**src/pc_glue_pkg.sv**
```systemverilog
package pc_glue_pkg;

   // expansion I/O address, xa[9:0], seen whole or as block + offset
   typedef union packed {
      logic [9:0] raw;
      struct packed {
         logic [4:0] blk;   // xa[9:5], one block per 32 ports
         logic [4:0] ofs;   // xa[4:0]
      } split;
   } io_addr_u;

   // I/O blocks still on the board
   localparam logic [4:0] IO_BLK_TIMER = 5'd2;   // 040h-05Fh
   localparam logic [4:0] IO_BLK_PPI   = 5'd3;   // 060h-07Fh
   localparam logic [4:0] IO_BLK_NMI   = 5'd5;   // 0A0h-0BFh

   // PPI port offsets inside the block
   localparam logic [1:0] PORT_A_OFS = 2'd0;
   localparam logic [1:0] PORT_B_OFS = 2'd1;
   localparam logic [1:0] PORT_C_OFS = 2'd2;

   // timer channel 2 data port, 042h
   localparam logic [1:0] TIMER2_OFS = 2'd2;

   // port B bits
   localparam int PB_TIM2_GATE  = 0;
   localparam int PB_SPKR_DATA  = 1;
   localparam int PB_SW_HI_SEL  = 2;
   localparam int PB_ENB_PCK_N  = 4;   // active low, 1 disables and clears
   localparam int PB_ENB_IOCK_N = 5;

   // port C status bits
   localparam int PC_TIM2_OUT = 5;
   localparam int PC_IOCK     = 6;
   localparam int PC_PCK      = 7;

   // data bit that holds the NMI mask on a write to 0A0h
   localparam int NMI_MASK_BIT = 7;

   // memory map
   localparam logic [3:0] ROM_SEG      = 4'hF;    // F0000h-FFFFFh
   localparam logic [1:0] RAM_SEG_BITS = 2'b00;   // first 256K on the board

endpackage

```
**src/addr_decoder.sv**
```systemverilog
`timescale 1ns/1ps

module addr_decoder
   import pc_glue_pkg::*;
(
   input  io_addr_u    xa_i,
   input  logic [19:0] mem_a_i,
   input  logic        memr_i,
   input  logic        memw_i,
   output logic        timer_sel_o,
   output logic        ppi_sel_o,
   output logic        nmi_sel_o,
   output logic [1:0]  ofs_o,
   output logic [7:0]  rom_cs_n_o,
   output logic [3:0]  ram_ras_n_o
);

   // block decode, DMA (0) and PIC (1) blocks fall through to nothing
   assign timer_sel_o = (xa_i.split.blk == IO_BLK_TIMER);
   assign ppi_sel_o   = (xa_i.split.blk == IO_BLK_PPI);
   assign nmi_sel_o   = (xa_i.split.blk == IO_BLK_NMI);

   assign ofs_o = xa_i.split.ofs[1:0];   // a1:a0 picks the port

   // one 8K ROM socket per a[15:13]
   always_comb begin
      rom_cs_n_o = 8'hFF;
      if (mem_a_i[19:16] == ROM_SEG && memr_i) begin
         rom_cs_n_o[mem_a_i[15:13]] = 1'b0;
      end
   end

   // 64K RAM banks, row strobe on any memory cycle in the low 256K
   always_comb begin
      ram_ras_n_o = 4'hF;
      if (mem_a_i[19:18] == RAM_SEG_BITS && (memr_i || memw_i)) begin
         ram_ras_n_o[mem_a_i[17:16]] = 1'b0;
      end
   end

endmodule

```
**src/nmi_control.sv**
```systemverilog
`timescale 1ns/1ps

module nmi_control
   import pc_glue_pkg::*;
(
   input  logic       clk,
   input  logic       reset_n,
   input  logic       sel_i,
   input  logic       iow_i,
   input  logic [7:0] wdata_i,
   input  logic       io_ch_ck_n_i,
   input  logic       parity_err_i,
   input  logic       memr_i,
   input  logic       enb_iock_n_i,
   input  logic       enb_pck_n_i,
   output logic       nmi_o,
   output logic       iock_flag_o,
   output logic       pck_flag_o
);

   logic nmi_mask_q;

   // write to 0A0h, only d7 matters
   always_ff @(posedge clk) begin
      if (!reset_n) begin
         nmi_mask_q <= 1'b0;
      end else if (sel_i && iow_i) begin
         nmi_mask_q <= wdata_i[NMI_MASK_BIT];
      end
   end

   // channel check latch, held until port B disables it
   always_ff @(posedge clk) begin
      if (!reset_n) begin
         iock_flag_o <= 1'b0;
      end else if (enb_iock_n_i) begin
         iock_flag_o <= 1'b0;
      end else if (!io_ch_ck_n_i) begin
         iock_flag_o <= 1'b1;
      end
   end

   // parity error only counts on a read cycle
   always_ff @(posedge clk) begin
      if (!reset_n) begin
         pck_flag_o <= 1'b0;
      end else if (enb_pck_n_i) begin
         pck_flag_o <= 1'b0;
      end else if (parity_err_i && memr_i) begin
         pck_flag_o <= 1'b1;
      end
   end

   assign nmi_o = nmi_mask_q && (iock_flag_o || pck_flag_o);

   // clearing the mask takes NMI away on the next cycle whatever the flags do
   mask_kills_nmi: assert property (@(posedge clk) disable iff (!reset_n)
      sel_i && iow_i && !wdata_i[NMI_MASK_BIT] |=> !nmi_o);

endmodule

```
**src/system_ports.sv**
```systemverilog
`timescale 1ns/1ps

module system_ports
   import pc_glue_pkg::*;
#(
   parameter logic [7:0] SW1 = 8'h00,
   parameter logic [3:0] SW2 = 4'h0
) (
   input  logic       clk,
   input  logic       reset_n,
   input  logic       sel_i,
   input  logic       iow_i,
   input  logic [1:0] ofs_i,
   input  logic [7:0] wdata_i,
   input  logic       tim2_out_i,
   input  logic       iock_flag_i,
   input  logic       pck_flag_i,
   output logic [7:0] port_b_o,
   output logic [7:0] rdata_o
);

   logic [7:0] port_b_q;
   logic [7:0] port_c;

   // port B, 061h
   always_ff @(posedge clk) begin
      if (!reset_n) begin
         port_b_q <= 8'h00;   // both checks enabled
      end else if (sel_i && iow_i && ofs_i == PORT_B_OFS) begin
         port_b_q <= wdata_i;
      end
   end

   assign port_b_o = port_b_q;

   // port C, switch nibble muxed by pb2, status on top
   always_comb begin
      port_c = 8'h00;   // bit 4 was cassette data in
      if (port_b_q[PB_SW_HI_SEL]) begin
         port_c[1:0] = SW2[3:2];
      end else begin
         port_c[1:0] = SW2[1:0];
      end
      port_c[PC_TIM2_OUT] = tim2_out_i;
      port_c[PC_IOCK]     = iock_flag_i;
      port_c[PC_PCK]      = pck_flag_i;
   end

   // read path, no keyboard so port A is always SW1
   always_comb begin
      case (ofs_i)
         PORT_A_OFS: rdata_o = SW1;
         PORT_B_OFS: rdata_o = port_b_q;
         PORT_C_OFS: rdata_o = port_c;
         default:    rdata_o = 8'h00;   // mode word port, write only
      endcase
   end

   // a port B write shows up the cycle after the strobe
   pb_write_lands: assert property (@(posedge clk) disable iff (!reset_n)
      sel_i && iow_i && ofs_i == PORT_B_OFS |=> port_b_o == $past(wdata_i));

endmodule

```
**src/speaker_timer.sv**
```systemverilog
`timescale 1ns/1ps

module speaker_timer
   import pc_glue_pkg::*;
#(
   parameter int TICK_DIV = 4
) (
   input  logic       clk,
   input  logic       reset_n,
   input  logic       sel_i,
   input  logic       iow_i,
   input  logic [1:0] ofs_i,
   input  logic [7:0] wdata_i,
   input  logic       gate_i,
   input  logic       spkr_data_i,
   output logic       tim2_out_o,
   output logic       speaker_o
);

   localparam int PW = (TICK_DIV > 1) ? $clog2(TICK_DIV) : 1;

   logic [PW-1:0] pre_q;
   logic          tick;        // stands in for the divided timer clock
   logic          wr;
   logic          hi_next_q;   // byte pointer, low byte first
   logic          load_pend_q;
   logic [15:0]   reload_q;
   logic [15:0]   cnt_q;

   // prescaler
   assign tick = (pre_q == PW'(TICK_DIV - 1));

   always_ff @(posedge clk) begin
      if (!reset_n || tick) begin
         pre_q <= '0;
      end else begin
         pre_q <= pre_q + 1'b1;
      end
   end

   assign wr = sel_i && iow_i && ofs_i == TIMER2_OFS;

   // reload register, lsb then msb
   always_ff @(posedge clk) begin
      if (!reset_n) begin
         hi_next_q   <= 1'b0;
         load_pend_q <= 1'b0;
         reload_q    <= 16'h0000;
      end else begin
         load_pend_q <= 1'b0;
         if (wr && !hi_next_q) begin
            reload_q[7:0] <= wdata_i;
            hi_next_q     <= 1'b1;
         end else if (wr) begin
            reload_q[15:8] <= wdata_i;
            hi_next_q      <= 1'b0;
            load_pend_q    <= 1'b1;   // counter picks it up next cycle
         end
      end
   end

   // square wave, output flips every reload ticks
   always_ff @(posedge clk) begin
      if (!reset_n) begin
         cnt_q      <= 16'h0000;
         tim2_out_o <= 1'b1;
      end else if (!gate_i) begin
         cnt_q      <= reload_q;   // gate low holds out high and rearms
         tim2_out_o <= 1'b1;
      end else if (load_pend_q) begin
         cnt_q <= reload_q;
      end else if (tick) begin
         if (cnt_q == 16'd1) begin
            cnt_q      <= reload_q;
            tim2_out_o <= ~tim2_out_o;
         end else begin
            cnt_q <= cnt_q - 1'b1;   // 0 wraps, so 0 means 65536
         end
      end
   end

   assign speaker_o = tim2_out_o && spkr_data_i;

   // a count of zero runs on through ffff rather than flipping the output
   reload_zero_full: assert property (@(posedge clk) disable iff (!reset_n)
      tick && gate_i && !load_pend_q && cnt_q == 16'd0
      |=> cnt_q == 16'hFFFF && $stable(tim2_out_o));

endmodule

```
**src/pc_glue_top.sv**
```systemverilog
`timescale 1ns/1ps

module pc_glue_top
   import pc_glue_pkg::*;
#(
   parameter int         TICK_DIV = 4,
   parameter logic [7:0] SW1      = 8'hA5,
   parameter logic [3:0] SW2      = 4'h9
) (
   input  logic        clk,
   input  logic        reset_n,
   input  logic [9:0]  xa_i,
   input  logic        iow_i,
   input  logic        ior_i,
   input  logic [7:0]  wdata_i,
   input  logic [19:0] mem_a_i,
   input  logic        memr_i,
   input  logic        memw_i,
   input  logic        io_ch_ck_n_i,
   input  logic        parity_err_i,
   output logic [7:0]  rdata_o,
   output logic [7:0]  rom_cs_n_o,
   output logic [3:0]  ram_ras_n_o,
   output logic        nmi_o,
   output logic        speaker_o
);

   logic       timer_sel, ppi_sel, nmi_sel;
   logic [1:0] ofs;
   logic [7:0] port_b;
   logic [7:0] ppi_rdata;
   logic       tim2_out;
   logic       iock_flag, pck_flag;

   addr_decoder addr_decoder_inst (
      .xa_i(xa_i), .mem_a_i(mem_a_i), .memr_i(memr_i), .memw_i(memw_i),
      .timer_sel_o(timer_sel), .ppi_sel_o(ppi_sel), .nmi_sel_o(nmi_sel),
      .ofs_o(ofs), .rom_cs_n_o(rom_cs_n_o), .ram_ras_n_o(ram_ras_n_o)
   );

   nmi_control nmi_control_inst (
      .clk(clk), .reset_n(reset_n), .sel_i(nmi_sel), .iow_i(iow_i),
      .wdata_i(wdata_i), .io_ch_ck_n_i(io_ch_ck_n_i), .parity_err_i(parity_err_i),
      .memr_i(memr_i), .enb_iock_n_i(port_b[PB_ENB_IOCK_N]),
      .enb_pck_n_i(port_b[PB_ENB_PCK_N]),
      .nmi_o(nmi_o), .iock_flag_o(iock_flag), .pck_flag_o(pck_flag)
   );

   system_ports #(.SW1(SW1), .SW2(SW2)) system_ports_inst (
      .clk(clk), .reset_n(reset_n), .sel_i(ppi_sel), .iow_i(iow_i), .ofs_i(ofs),
      .wdata_i(wdata_i), .tim2_out_i(tim2_out), .iock_flag_i(iock_flag),
      .pck_flag_i(pck_flag), .port_b_o(port_b), .rdata_o(ppi_rdata)
   );

   speaker_timer #(.TICK_DIV(TICK_DIV)) speaker_timer_inst (
      .clk(clk), .reset_n(reset_n), .sel_i(timer_sel), .iow_i(iow_i), .ofs_i(ofs),
      .wdata_i(wdata_i), .gate_i(port_b[PB_TIM2_GATE]),
      .spkr_data_i(port_b[PB_SPKR_DATA]),
      .tim2_out_o(tim2_out), .speaker_o(speaker_o)
   );

   // only the PPI block has readable ports left
   assign rdata_o = (ior_i && ppi_sel) ? ppi_rdata : 8'h00;

endmodule

```
**config.mk**
```make
export PLATFORM = sky130hd
export DESIGN_NAME = pc_glue_top
export DESIGN_NICKNAME = d
export VERILOG_FILES = /design/src/pc_glue_pkg.sv /design/src/addr_decoder.sv /design/src/nmi_control.sv /design/src/system_ports.sv /design/src/speaker_timer.sv /design/src/pc_glue_top.sv
export SDC_FILE = /design/constraint.sdc
export NUM_CORES = 1
export LEC_CHECK = 0
export CAP_MARGIN = 20
export CORE_MARGIN = 2
export CORE_UTILIZATION = 60
export DETAILED_ROUTE_END_ITERATION = 8
export DONT_BUFFER_PORTS = 1
export PLACE_DENSITY_LB_ADDON = 0.08
export SLEW_MARGIN = 20
export SYNTH_ARGS = -nofsm -noshare
export SYNTH_HDL_FRONTEND = slang
export SYNTH_SLANG_ARGS = --single-unit
export TNS_END_PERCENT = 50
```
**constraint.sdc**
```tcl
create_clock -name clk -period 2.8 [get_ports clk]
set_input_delay 0.56 -clock clk [delete_from_list [all_inputs] [get_ports clk]]
set_output_delay 0.56 -clock clk [all_outputs]
set_load 0.02 [all_outputs]
```
======== Yosys cells after proc, flatten, opt, wreduce, memory -nomap -nowiden ========
Cells that the tools add are included.
cells by class
  shift operators ......................... 0
  bitwise logic cells ..................... 6
  $mul .................................... 0
  multiplexer cells ....................... 16
  equality and inequality tests ........... 9
  divide/modulo/power cells ............... 0
  $add $sub $neg .......................... 2
  reductions and logical operators ........ 28
  order comparisons ....................... 4
operators with widths
  kind                                                                number
  2-to-1 mux 16 bit                                                   4
  case mux 8 bit (3 select lines)                                     1
  equality test 16 x 1 -> 1 bit (second input constant)               1
  2-to-1 mux 8 bit                                                    2
  subtractor 16 x 1 -> 16 bit (second input constant)                 1
  logical AND 1 bit                                                   14
  equality test 5 x 2 -> 1 bit (second input constant)                2
  NOT 8 bit                                                           1
  OR reduction 2 bit                                                  3
  equality test 5 x 3 -> 1 bit (second input constant)                1
  2-to-1 mux 1 bit                                                    5
  equality test 2 bit (second input constant)                         2
  equality test 4 bit (second input constant)                         1
  zero test 2 bit                                                     2
  less-than comparator 3 x 4 -> 1 bit (second input constant)         1
  2-to-1 mux 4 bit                                                    1
  NOT 1 bit                                                           4
  NOT 4 bit                                                           1
  AND reduction 2 bit                                                 2
  demux 1 bit (select 3 bit)                                          1
  greater-or-equal comparator 3 x 1 -> 1 bit (second input constant)  1
  logical OR 1 bit                                                    3
  less-than comparator 2 x 3 -> 1 bit (second input constant)         1
  != test 3 x 1 -> 1 bit (second input constant)                      1
  other kinds (8)                                                     9
storage, ports and cells
  RAM bits ................................ 0
  latch bits .............................. 0
  input bits .............................. 46
  word-level logic and storage cells ...... 76
  memories kept ........................... 0
  output and inout bits ................... 22
  ROM bits ................................ 0
  register bits ........................... 48

======== Depth between registers and ports, before layout ========
Gate-level depths: netlist (run 1).
  depth in word-level cells ............... 6
  gate-level depth with buffers ........... 8
  gate-level depth less buffers ........... 7

======== By module ========
Synthesis (run 1) repeated with hierarchy kept, for this count alone.
unflattened totals
  cells, all modules ...................... 311
  area, all modules ....................... 2676.3 um2
by module, submodules not included
  module         sequential area each (um2)  instances  area each (um2)  cells an instance
  speaker_timer  740.7                       1          1859.3           208
  system_ports   160.2                       1          442.9            54
  addr_decoder   0.0                         1          198.9            29
  nmi_control    60.1                        1          125.1            12
  pc_glue_top    0.0                         1          50.0             8

======== Worst setup path after synthesis (run 1) ========
OpenSTA, ideal clock, no wires.
  kind .................................... input -> output
  start ................................... input xa_i[8]
  end ..................................... output rdata_o[2]
  data required time ...................... 2240 ps
  arrival ................................. 1705 ps
  buffers on the path ..................... 0
  stages .................................. 3
  path slack .............................. 535 ps
  cell sequence ........................... nor4b_1 nand3_1 nor3_1
on the way
  longest elaborated chain between the ends .. 3
ends and longest elaborated chain
  what                          line                source
  start: declaration            pc_glue_top.sv:12   input logic [9:0] xa_i,
  equality test 5 x 2 -> 1 bit  addr_decoder.sv:20  assign ppi_sel_o = (xa_i.split.blk == IO_BLK_PPI);
  logical AND 1 bit             pc_glue_top.sv:63   assign rdata_o = (ior_i && ppi_sel) ? ppi_rdata : 8'h00;
  2-to-1 mux 8 bit              pc_glue_top.sv:63
  end: declaration              pc_glue_top.sv:21   output logic [7:0] rdata_o,
Every way passes these cells.

======== Worst setup path in the final report (run 1) ========
  start ................................... input xa_i[8]
  end ..................................... output rdata_o[4]
The elaborated chain is that of the path after synthesis.

==> impl_metrics.env, run 1 <==
export IMPL_rsz0062_at_grt="no"
export IMPL_finalWirelength_um=5970
export IMPL_grt_use_met2_pct=43.0
export IMPL_layout_commonest_cell="dfxtp_1"
export IMPL_htree_levels=2
export IMPL_row_count=23
export IMPL_setup_violations=0
export IMPL_worst_pin_slew_ps=804
export IMPL_p_leak_nw=0.963
export IMPL_synthFlopType="dfxtp_1"
export IMPL_synth_xor_area_share_pct=0.705
export IMPL_ys_warn_count=0
export IMPL_tns_ps=0
export IMPL_endpoint_kind="primary output"
export IMPL_worstPathArrival_ps=1710
export IMPL_post_cts_resized=0
export IMPL_fin_nets=343
export IMPL_maxSlewViolCount=0
export IMPL_first_global_vias=1921
export IMPL_worst_ir_drop_vdd_uv=278
export IMPL_drt_first_iter_violations=163
export IMPL_crit_path_end="rdata_o[4]"
export IMPL_grt_pass1_wl_um=9330
export IMPL_synthSimpleGateAreaFrac_pct=29.0
export IMPL_hold_path_class="input pin to flip-flop"
export IMPL_grtUsageMet1_pct=35.7
export IMPL_synth_edf_count=0
export IMPL_synth_compound_area_share_pct=17.2
export IMPL_die_h_um=68.4
export IMPL_io_buffers=0
export IMPL_startpoint="xa_i[8]"
export IMPL_design_area_mm2=0.00265
export IMPL_hold_viol_final=0
export IMPL_timing_final_crit_share_pct=80.9
export IMPL_core_area_mm2=0.00400
export IMPL_crit_path_top_delay_cell="nor4b_1"
export IMPL_yosys_top_cells_area="dfxtp_1, mux2i_1, nor2_1"
export IMPL_start_kind="input pin"
export IMPL_synthArstFlopShare_pct=0
export IMPL_track_usage_pct=27.0
export IMPL_regToRegStartpoint="speaker_timer_inst.cnt_q[0]"
export IMPL_area_growth_syn_to_layout_pct=6.69
export IMPL_yosysTopAreaCellShare_pct=38.7
export IMPL_synth_seq_cells=48
export IMPL_cts_buffer_depth=2
export IMPL_synth_top_family_by_area="simple AND/OR/NAND/NOR gates"
export IMPL_yosysSeqAreaShare_pct=38.7
export IMPL_num_vias=2170
export IMPL_synthCells=296
export IMPL_grt_max_degree=21
export IMPL_drtAntennaViolNets=0
export IMPL_synth_nets=345
export IMPL_synthMuxAreaShare_pct=8.51
export IMPL_clk_pin_slew_worst_paths_ps=90
export IMPL_vias_per_cell=6.29
export IMPL_postPlaceCellArea_mm2=0.00251
export IMPL_dieArea_mm2=0.00467
export IMPL_crit_chain="nor4b_1 > nand3_1 > nor2_1 > and3_1"
export IMPL_numCtsBuffers=5
export IMPL_wire_per_inst_um=17.3
export IMPL_worst_r2r_setup_slack_ps=790
export IMPL_drive_gt1_share_pct=6.44
export IMPL_met3_usage_pct=6.91
export IMPL_period_needed_ps=2270
export IMPL_crit_path_max_fanout=7
export IMPL_postCtsHoldBufs=0
export IMPL_avgSynthCellArea_um2=8.40
export IMPL_die_x_um=68.4
export IMPL_yosysUniqueCellTypes=51
export IMPL_antenna_cells=0
export IMPL_post_synth_top_area_cell="dfxtp_1"
export IMPL_crit_required_ps=2240
export IMPL_reg2regPathDepth=7
export IMPL_r2r_end="speaker_timer_inst.cnt_q[14]"
export IMPL_post_route_drc_count=0
export IMPL_tritoncts="yes"
export IMPL_fmax_ghz=0.441
export IMPL_dp_hpwl_um=4350
export IMPL_status="finished, final reports clean"
export IMPL_synth_adder_area_share_pct=1.51
export IMPL_gp_congestion=0.873
export IMPL_post_cts_repair_setup_buffers=0
export IMPL_powerDensity_mw_per_mm2=512
export IMPL_cts_root_buf="clkbuf_8"
export IMPL_dr_pass1_iters=5
export IMPL_io_pins=68
export IMPL_slew_headroom_pct=45.9
export IMPL_min_path_cells=1
export IMPL_grt_ovfl_total=0
export IMPL_drv_cap=0
export IMPL_top_usage_layer="met2"
export IMPL_most_common_layout_cells="dfxtp_1, nor2_1, nand2_1"
export IMPL_start_util_pct=62.2
export IMPL_clk_insertion_delay_late_ps=310
export IMPL_cts_sinks=48
export IMPL_netlist_area_mm2=0.00249
export IMPL_worstSetupPathType="input pin to primary output"
export IMPL_fin_skew_ps=10.2
export IMPL_cpPeakStageDelay_ps=400
export IMPL_antenna_found_initial=0
## flip-flops by register name (all words and copies together), names as in the netlist, 2 cells and up
register / count
speaker_timer_inst.reload_q: 16
system_ports_inst.port_b_o: 8
speaker_timer_inst.pre_q: 2
speaker_timer_inst.cnt_q: 16
## worst max-delay path: cells and delay by family
family / cells / cell delay, ps
AND/OR/NAND/NOR: 4 / 1150
## kinds of logic (layout without fill, tap and decap cells)
| family | after synthesis | after routing |
|---|---|---|
| AOI/OAI and AO/OA | 63 | 63 |
| xor gates and xnor gates | 2 | 2 |
| adders and majority gates | 3 | 3 |
| buffers and inverters | 25 | 24 |
| DFF | 48 | 48 |
| muxes | 21 | 21 |
| and+or+nand+nor | 134 | 134 |
## power breakdown
part,leakage (nW),switching (mW),total [mW],internal [mW]
clock network,0.0687,0.245,0.605,0.359
registers,0.388,0.00435,0.693,0.689
logic,0.507,0.0377,0.0601,0.0224
## through the flow
stage / hold WS (ps) / setup slack, ps / instances / power (mW) / utilization [%]
after floorplan: 402 / 535 / 296 / 0.760 / -
after global placement: 425 / 565 / 337 / 0.769 / 62.9
after detailed placement: 427 / 528 / 337 / 0.769 / 62.9
after CTS: 337 / 516 / 345 / 1.37 / 66.3
after global routing: 337 / 297 / 345 / 1.40 / 66.3
final: 343 / 534 / 345 / 1.36 / 66.3
## worst min-delay path by stage
stage / start / slack [ps] / to
5_1_grt: io_ch_ck_n_i / 340 / nmi_control_inst.iock_flag_o
3_3_place_gp: speaker_timer_inst.pre_q[0] / 420 / speaker_timer_inst.pre_q[0]
3_5_place_dp: speaker_timer_inst.pre_q[0] / 430 / speaker_timer_inst.pre_q[0]
4_1_cts: io_ch_ck_n_i / 340 / nmi_control_inst.iock_flag_o
6_report: io_ch_ck_n_i / 340 / nmi_control_inst.iock_flag_o
2_1_floorplan: system_ports_inst.port_b_o[0] / 400 / speaker_timer_inst.tim2_out_o
## cells in the mapped netlist, types with 2 or more instances
| cell type | count |
|---|---|
| clkbuf_1 | 8 |
| dfxtp_1 | 48 |
| nor4b_1 | 2 |
| nor2b_1 | 9 |
| nand2_1 | 26 |
| a211oi_1 | 2 |
| nand4_1 | 5 |
| nor4_2 | 2 |
| o311ai_0 | 2 |
| a31oi_1 | 5 |
| ha_1 | 3 |
| xnor2_1 | 2 |
| o21a_1 | 2 |
| nand3_1 | 16 |
| a22oi_1 | 2 |
| a22o_1 | 9 |
| nor4_1 | 3 |
| inv_1 | 12 |
| o21ai_0 | 8 |
| mux2i_1 | 20 |
| nor2_1 | 40 |
| o31ai_1 | 2 |
| and3_1 | 4 |
| o22ai_1 | 3 |
| buf_2 | 3 |
| nor3b_1 | 2 |
| a21oi_1 | 17 |
| a311oi_1 | 4 |
| nor3_1 | 13 |
## metal layers
layer  part of all wire [%]  routed length [um]
met2                     47                2820
met3                    6.6                 393
met5                      0                   0
met1                     45                2690
met4                    1.1                  65
## area by class of cell
class | instances | area (um^2)
clock buffers | 5 | 68.8
clock inverters | 3 | 68.8
fillers | 364 | 1350
inverters | 12 | 45.0
multi-input cells | 223 | 1420
flip-flops and latches | 48 | 961
well taps | 50 | 62.6
repair buffers | 4 | 30.0
Power figures use the tool's default switching activity.
==> run 2, diff against run 1 <==
ABC_AREA = 1   (was unset)
clock period = 2.1 ns   (was 2.8 ns; I/O delays follow)
==> run 2 against run 1 <==
Total power rose by 27%; sequential cell count did not move; wire length rose by 5.0%; register-to-register slack got worse by 360 ps; final cell count rose by 30%; critical path depth rose by 2; sequential power rose by 34%; largest cell class unchanged; first-iteration DRC count rose by 34%; highest routed layer unchanged; utilization rose by 0.67 points; combinational power rose by 86%.
==> impl_metrics.env, run 2 <==
export IMPL_fin_skew_ps=7.21
export IMPL_fill_cells=389
export IMPL_area_growth_syn_to_layout_pct=7.22
export IMPL_vias_per_cell=5.53
export IMPL_met3_usage_pct=5.63
export IMPL_worst_pin_slew_ps=518
export IMPL_grtUsageMet1_pct=37.8
export IMPL_tritoncts="yes"
export IMPL_post_cts_repair_setup_buffers=0
export IMPL_synthTopCellsByCount="nand2_1, dfxtp_1, inv_1"
export IMPL_grt_max_degree=30
export IMPL_slew_headroom_pct=65.2
export IMPL_post_cts_resized=0
export IMPL_synth_seq_cells=48
export IMPL_worstSetupPathType="input pin to primary output"
export IMPL_crit_path_max_fanout=7
export IMPL_clk_insertion_delay_late_ps=300
export IMPL_grt_pass1_wl_um=10900
export IMPL_die_h_um=71.6
export IMPL_regToRegStartpoint="speaker_timer_inst.cnt_q[12]"
export IMPL_cts_buffer_depth=2
export IMPL_period_needed_ps=1780
export IMPL_tns_ps=0
export IMPL_drive_gt1_share_pct=15.9
export IMPL_synthArstFlopShare_pct=0
export IMPL_timing_final_crit_share_pct=85.0
export IMPL_post_route_drc_count=0
export IMPL_rsz0062_at_grt="no"
export IMPL_io_pins=68
export IMPL_synth_nets=435
export IMPL_yosysSeqAreaShare_pct=35.1
export IMPL_cpPeakStageDelay_ps=230
export IMPL_netlist_area_mm2=0.00274
export IMPL_post_synth_top_area_cell="dfxtp_1"
export IMPL_grt_use_met2_pct=41.8
export IMPL_gp_congestion=0.901
export IMPL_postCtsHoldBufs=0
export IMPL_dp_hpwl_um=4640
export IMPL_antenna_cells=0
export IMPL_avgSynthCellArea_um2=7.10
export IMPL_start_kind="input pin"
export IMPL_drv_cap=0
export IMPL_preCtsSetupSlack_ps=310
export IMPL_track_usage_pct=27.0
export IMPL_htree_levels=2
export IMPL_yosys_top_cells_area="dfxtp_1, nand2_1, inv_1"
export IMPL_p_leak_nw=1.24
export IMPL_cts_root_buf="clkbuf_8"
export IMPL_cts_sinks=48
export IMPL_fin_nets=443
export IMPL_fmax_ghz=0.560
export IMPL_setup_ws_ps=316
export IMPL_hold_path_class="input pin to flip-flop"
export IMPL_design_area_mm2=0.00294
export IMPL_clk_pin_slew_worst_paths_ps=90
export IMPL_row_count=24
export IMPL_holdCritStartpoint="io_ch_ck_n_i"
export IMPL_status="finished, final reports clean"
export IMPL_drt_first_iter_violations=219
export IMPL_finalWirelength_um=6270
export IMPL_wire_per_inst_um=14.0
export IMPL_synth_edf_count=0
export IMPL_die_x_um=71.6
export IMPL_hold_slack_ps=208
export IMPL_synthFlopType="dfxtp_1"
export IMPL_numCtsBuffers=5
export IMPL_ys_warn_count=0
export IMPL_yosysUniqueCellTypes=37
export IMPL_dieArea_mm2=0.00512
export IMPL_crit_path_top_delay_cell="o32ai_1"
export IMPL_worst_ir_drop_vdd_uv=514
export IMPL_layout_commonest_cell="nand2_1"
export IMPL_drtAntennaViolNets=0
export IMPL_crit_chain="inv_1 > nand4_4 > nor2_1 > inv_2 > o32ai_1 > buf_4"
export IMPL_yosysTopAreaCellShare_pct=35.1
export IMPL_worstPathArrival_ps=1360
export IMPL_start_util_pct=62.5
export IMPL_dr_pass1_iters=4
export IMPL_endpoint_kind="primary output"
export IMPL_core_area_mm2=0.00438
export IMPL_top_usage_layer="met2"
export IMPL_powerDensity_mw_per_mm2=588
export IMPL_postPlaceCellArea_mm2=0.00282
export IMPL_num_vias=2474
export IMPL_antenna_found_initial=0
export IMPL_final_core_util_pct=67.0
export IMPL_most_common_layout_cells="nand2_1, dfxtp_1, inv_1"
export IMPL_grt_ovfl_total=0
export IMPL_post_synth_top_count_cell="nand2_1"
export IMPL_synthCells=386
export IMPL_io_buffers=0
export IMPL_crit_required_ps=1680
export IMPL_hold_viol_final=0
export IMPL_startpoint="xa_i[9]"
export IMPL_maxSlewViolCount=0
export IMPL_worst_r2r_setup_slack_ps=430
export IMPL_first_global_vias=2343
export IMPL_setup_violations=0
==> run 2: changes by cell type in the layout (fill, tap and decap cells not counted), sizes merged, moves of 5 or more <==
cell | before | now
buf | 4 | 11
a22o | 9 | 0
nand2 | 26 | 76
inv | 13 | 54
nor2b | 9 | 0
a31oi | 5 | 0
a21oi | 17 | 37
mux2i | 20 | 0
o21ai | 8 | 41
nor3 | 13 | 5
nor2 | 40 | 49
nand3 | 16 | 29
==> run 2: logic make-up (layout without fill, tap and decap cells) <==
group / Yosys count / after routing / synth area share, %
AOI/OAI and AO/OA: 82 / 82 / 18.1
adders and majority gates: 3 / 3 / 1.37
and+or+nand+nor: 184 / 184 / 33.9
DFF: 48 / 48 / 35.1
xor gates and xnor gates: 6 / 6 / 1.92
buffers and inverters: 63 / 72 / 9.64
==> run 2: stage by stage <==
| step | cells | total power [mW] |
|---|---|---|
| 3_3_place_gp | 439 | 1.06 |
| 6_report | 447 | 1.73 |
| 3_5_place_dp | 439 | 1.06 |
| 2_1_floorplan | 386 | 1.05 |
| 4_1_cts | 447 | 1.74 |
| 5_1_grt | 447 | 1.79 |
==> run 2: path summary, 6_finish.rpt <==
kind / endpoint / cells past startpoint
worst max register to register: speaker_timer_inst.cnt_q[1] / 8
worst min-delay path: nmi_control_inst.iock_flag_o / 1
worst min register to register: speaker_timer_inst.pre_q[0] / 1
worst max-delay path: rdata_o[5] / 6
==> run 2: report_power, final <==
group	internal (mW)	switching (mW)	total (mW)
Combinational	0.0379	0.0741	0.112
Clock	0.359	0.329	0.688
Sequential	0.920	0.00741	0.928
Total	1.32	0.411	1.73
==> run 2: layout make-up <==
type / instances / area (um^2) / share of cell area [%]
multi-input cells: 275 / 1510 / 51.6
flip-flops and latches: 48 / 961 / 32.7
inverters: 53 / 199 / 6.77
repair buffers: 11 / 82.6 / 2.81
clock buffers: 5 / 68.8 / 2.34
well taps: 52 / 65.1 / 2.22
clock inverters: 3 / 46.3 / 1.58
==> run 2: routing by layer <==
layer,vias up,wire [um]
li1,1293,-
met1,1086,2940
met2,90,2760
met3,5,498
met4,0,68
met5,-,0
==> run 2: critical path: cells and delay by family <==
| kind | cells | cell delay, ps |
|---|---|---|
| AND/OR/NAND/NOR | 2 | 300 |
| buffers and inverters | 3 | 410 |
| AO/OA/AOI/OAI | 1 | 230 |
==> run 3, diff against run 2 <==
clock period = 1.7 ns   (was 2.1 ns; I/O delays follow)
==> run 3 against run 2 <==
Final area rose by 2.5%; via count rose by 0.44%; global-route usage fell by 1.3 points; utilization rose by 1.7 points; wire length rose by 1.2%; die area did not move; first-iteration DRC count fell by 41%; largest power group unchanged; critical path depth did not move; clock power rose by 20%; total power rose by 23%.
==> impl_metrics.env, run 3 (synthesized netlist as in run 2, its figures left out) <==
export IMPL_drt_first_iter_violations=129
export IMPL_clk_pin_slew_worst_paths_ps=90
export IMPL_setup_violations=0
export IMPL_crit_path_top_delay_cell="o32ai_2"
export IMPL_status="finished, final reports clean"
export IMPL_final_core_util_pct=68.6
export IMPL_io_pins=68
export IMPL_cts_buffer_depth=2
export IMPL_powerDensity_mw_per_mm2=704
export IMPL_multi_input_area_mm2=0.00153
export IMPL_seqPwrFrac_pct=54.1
export IMPL_crit_path_max_fanout=7
export IMPL_worst_pin_slew_ps=566
export IMPL_maxSlewViolCount=0
export IMPL_hold_viol_final=0
export IMPL_die_x_um=71.6
export IMPL_timing_final_crit_share_pct=93.2
export IMPL_worstSetupPathType="input pin to primary output"
export IMPL_first_global_vias=2322
export IMPL_fmax_ghz=0.631
export IMPL_rsz0062_at_grt="no"
export IMPL_wire_per_inst_um=13.9
export IMPL_fin_nets=451
export IMPL_fill_cells=390
export IMPL_tritoncts="yes"
export IMPL_start_util_pct=62.5
export IMPL_dr_pass1_iters=4
export IMPL_p_switching_mw=0.495
export IMPL_worst_ir_drop_vdd_uv=510
export IMPL_io_buffers=0
export IMPL_p_clk_share_pct=39.1
export IMPL_cpPeakStageDelay_ps=210
export IMPL_most_common_layout_cells="nand2_1, dfxtp_1, inv_1"
export IMPL_post_cts_repair_setup_buffers=0
export IMPL_placedCellCount=447
export IMPL_num_vias=2485
export IMPL_p_comb_share_pct=6.8
export IMPL_drtAntennaViolNets=0
export IMPL_drive_gt1_share_pct=17.9
export IMPL_antenna_cells=0
export IMPL_hold_path_class="input pin to flip-flop"
export IMPL_cts_root_buf="clkbuf_8"
export IMPL_final_cells=455
export IMPL_hold_slack_ps=129
export IMPL_worst_r2r_setup_slack_ps=150
export IMPL_track_usage_pct=25.7
export IMPL_period_needed_ps=1580
export IMPL_crit_chain="inv_1 > nand4_4 > nor2_1 > inv_2 > o32ai_2 > buf_4"
export IMPL_grt_max_degree=30
export IMPL_post_route_drc_count=0
export IMPL_crit_required_ps=1360
export IMPL_dp_hpwl_um=4800
export IMPL_clk_insertion_delay_late_ps=300
export IMPL_row_count=24
export IMPL_p_leak_nw=1.29
export IMPL_cts_sinks=48
export IMPL_grt_pass1_wl_um=10500
export IMPL_die_h_um=71.6
export IMPL_fin_skew_ps=9.81
export IMPL_layout_commonest_cell="nand2_1"
export IMPL_numCtsBuffers=5
export IMPL_gp_congestion=0.919
export IMPL_netSwitchingFraction_pct=23.4
export IMPL_dieArea_mm2=0.00512
export IMPL_start_kind="input pin"
export IMPL_finalWirelength_um=6340
export IMPL_area_growth_syn_to_layout_pct=9.87
export IMPL_antenna_found_initial=0
export IMPL_drv_cap=0
export IMPL_grt_ovfl_total=0
export IMPL_htree_levels=2
export IMPL_endpoint_kind="primary output"
export IMPL_slew_headroom_pct=62.1
export IMPL_p_int_mw=1.62
export IMPL_regArea_um2=961
export IMPL_worstPathArrival_ps=1240
export IMPL_tns_ps=0
export IMPL_vias_per_cell=5.46
export IMPL_core_area_mm2=0.00438
run 3: changes by cell type in the layout (fill, tap and decap cells not counted), sizes merged:
cell,before,now
inv,54,53
buf,11,19
clkinv,0,1
run 3: power groups by stage:
stage               registers, mW  logic, mW  clock network (mW)
CTS                          1.15      0.144               0.852
floorplan                    1.17      0.124                   0
detailed placement           1.17      0.143                   0
global placement             1.17      0.138                   0
global route                 1.15      0.163               0.878
finish                       1.15      0.145               0.828
run 3: layout make-up:
type                       count  area share [%]
multi-input combinational    275            50.9
clock inverter                 3            1.41
tap                           52            2.16
clock buffer                   5            2.29
timing repair buffer          19            4.74
inverter                      53            6.61
sequential                    48            31.9
run 3: per-layer routing:
layer | vias up | share of wire [%] | GRT usage (%)
li1 | 1315 | - | -
met1 | 1100 | 48 | 35.4
met2 | 68 | 46 | 40.3
met3 | 2 | 6.0 | 6.05
met4 | 0 | 0.24 | 7.76
met5 | - | 0 | 0
run 3: worst max-delay path, delay by kind of cell:
kind / cells / cell delay [ps]
compound gates: 1 / 210
buf+inv: 3 / 400
simple gates: 2 / 290
run 3: final timing paths:
check                                                 start                            to  depth (start not counted)
worst max-delay path                                xa_i[9]                    rdata_o[5]                          6
worst min-delay path                           io_ch_ck_n_i  nmi_control_inst.iock_flag_o                          1
worst max register to register  speaker_timer_inst.cnt_q[1]  speaker_timer_inst.cnt_q[14]                         10
worst min register to register  speaker_timer_inst.pre_q[0]   speaker_timer_inst.pre_q[0]                          1
run 3: stage by stage:
| stage | area [um^2] | power, mW | worst slack [ps] |
|---|---|---|---|
| finish | 3010 | 2.12 | 116 |
| global route | 3010 | 2.19 | 22.3 |
| CTS | 3000 | 2.14 | 96.9 |
| detailed placement | 2890 | 1.31 | 111 |
| global placement | 2890 | 1.31 | 144 |
| floorplan | 2750 | 1.29 | -42.3 |
run 3: timing repair:
action                                  CTS  global route
endpoints found under the hold margin     0             0
hold buffers                              0             0
endpoints found under the setup margin    0             6
resized for setup                         0             1
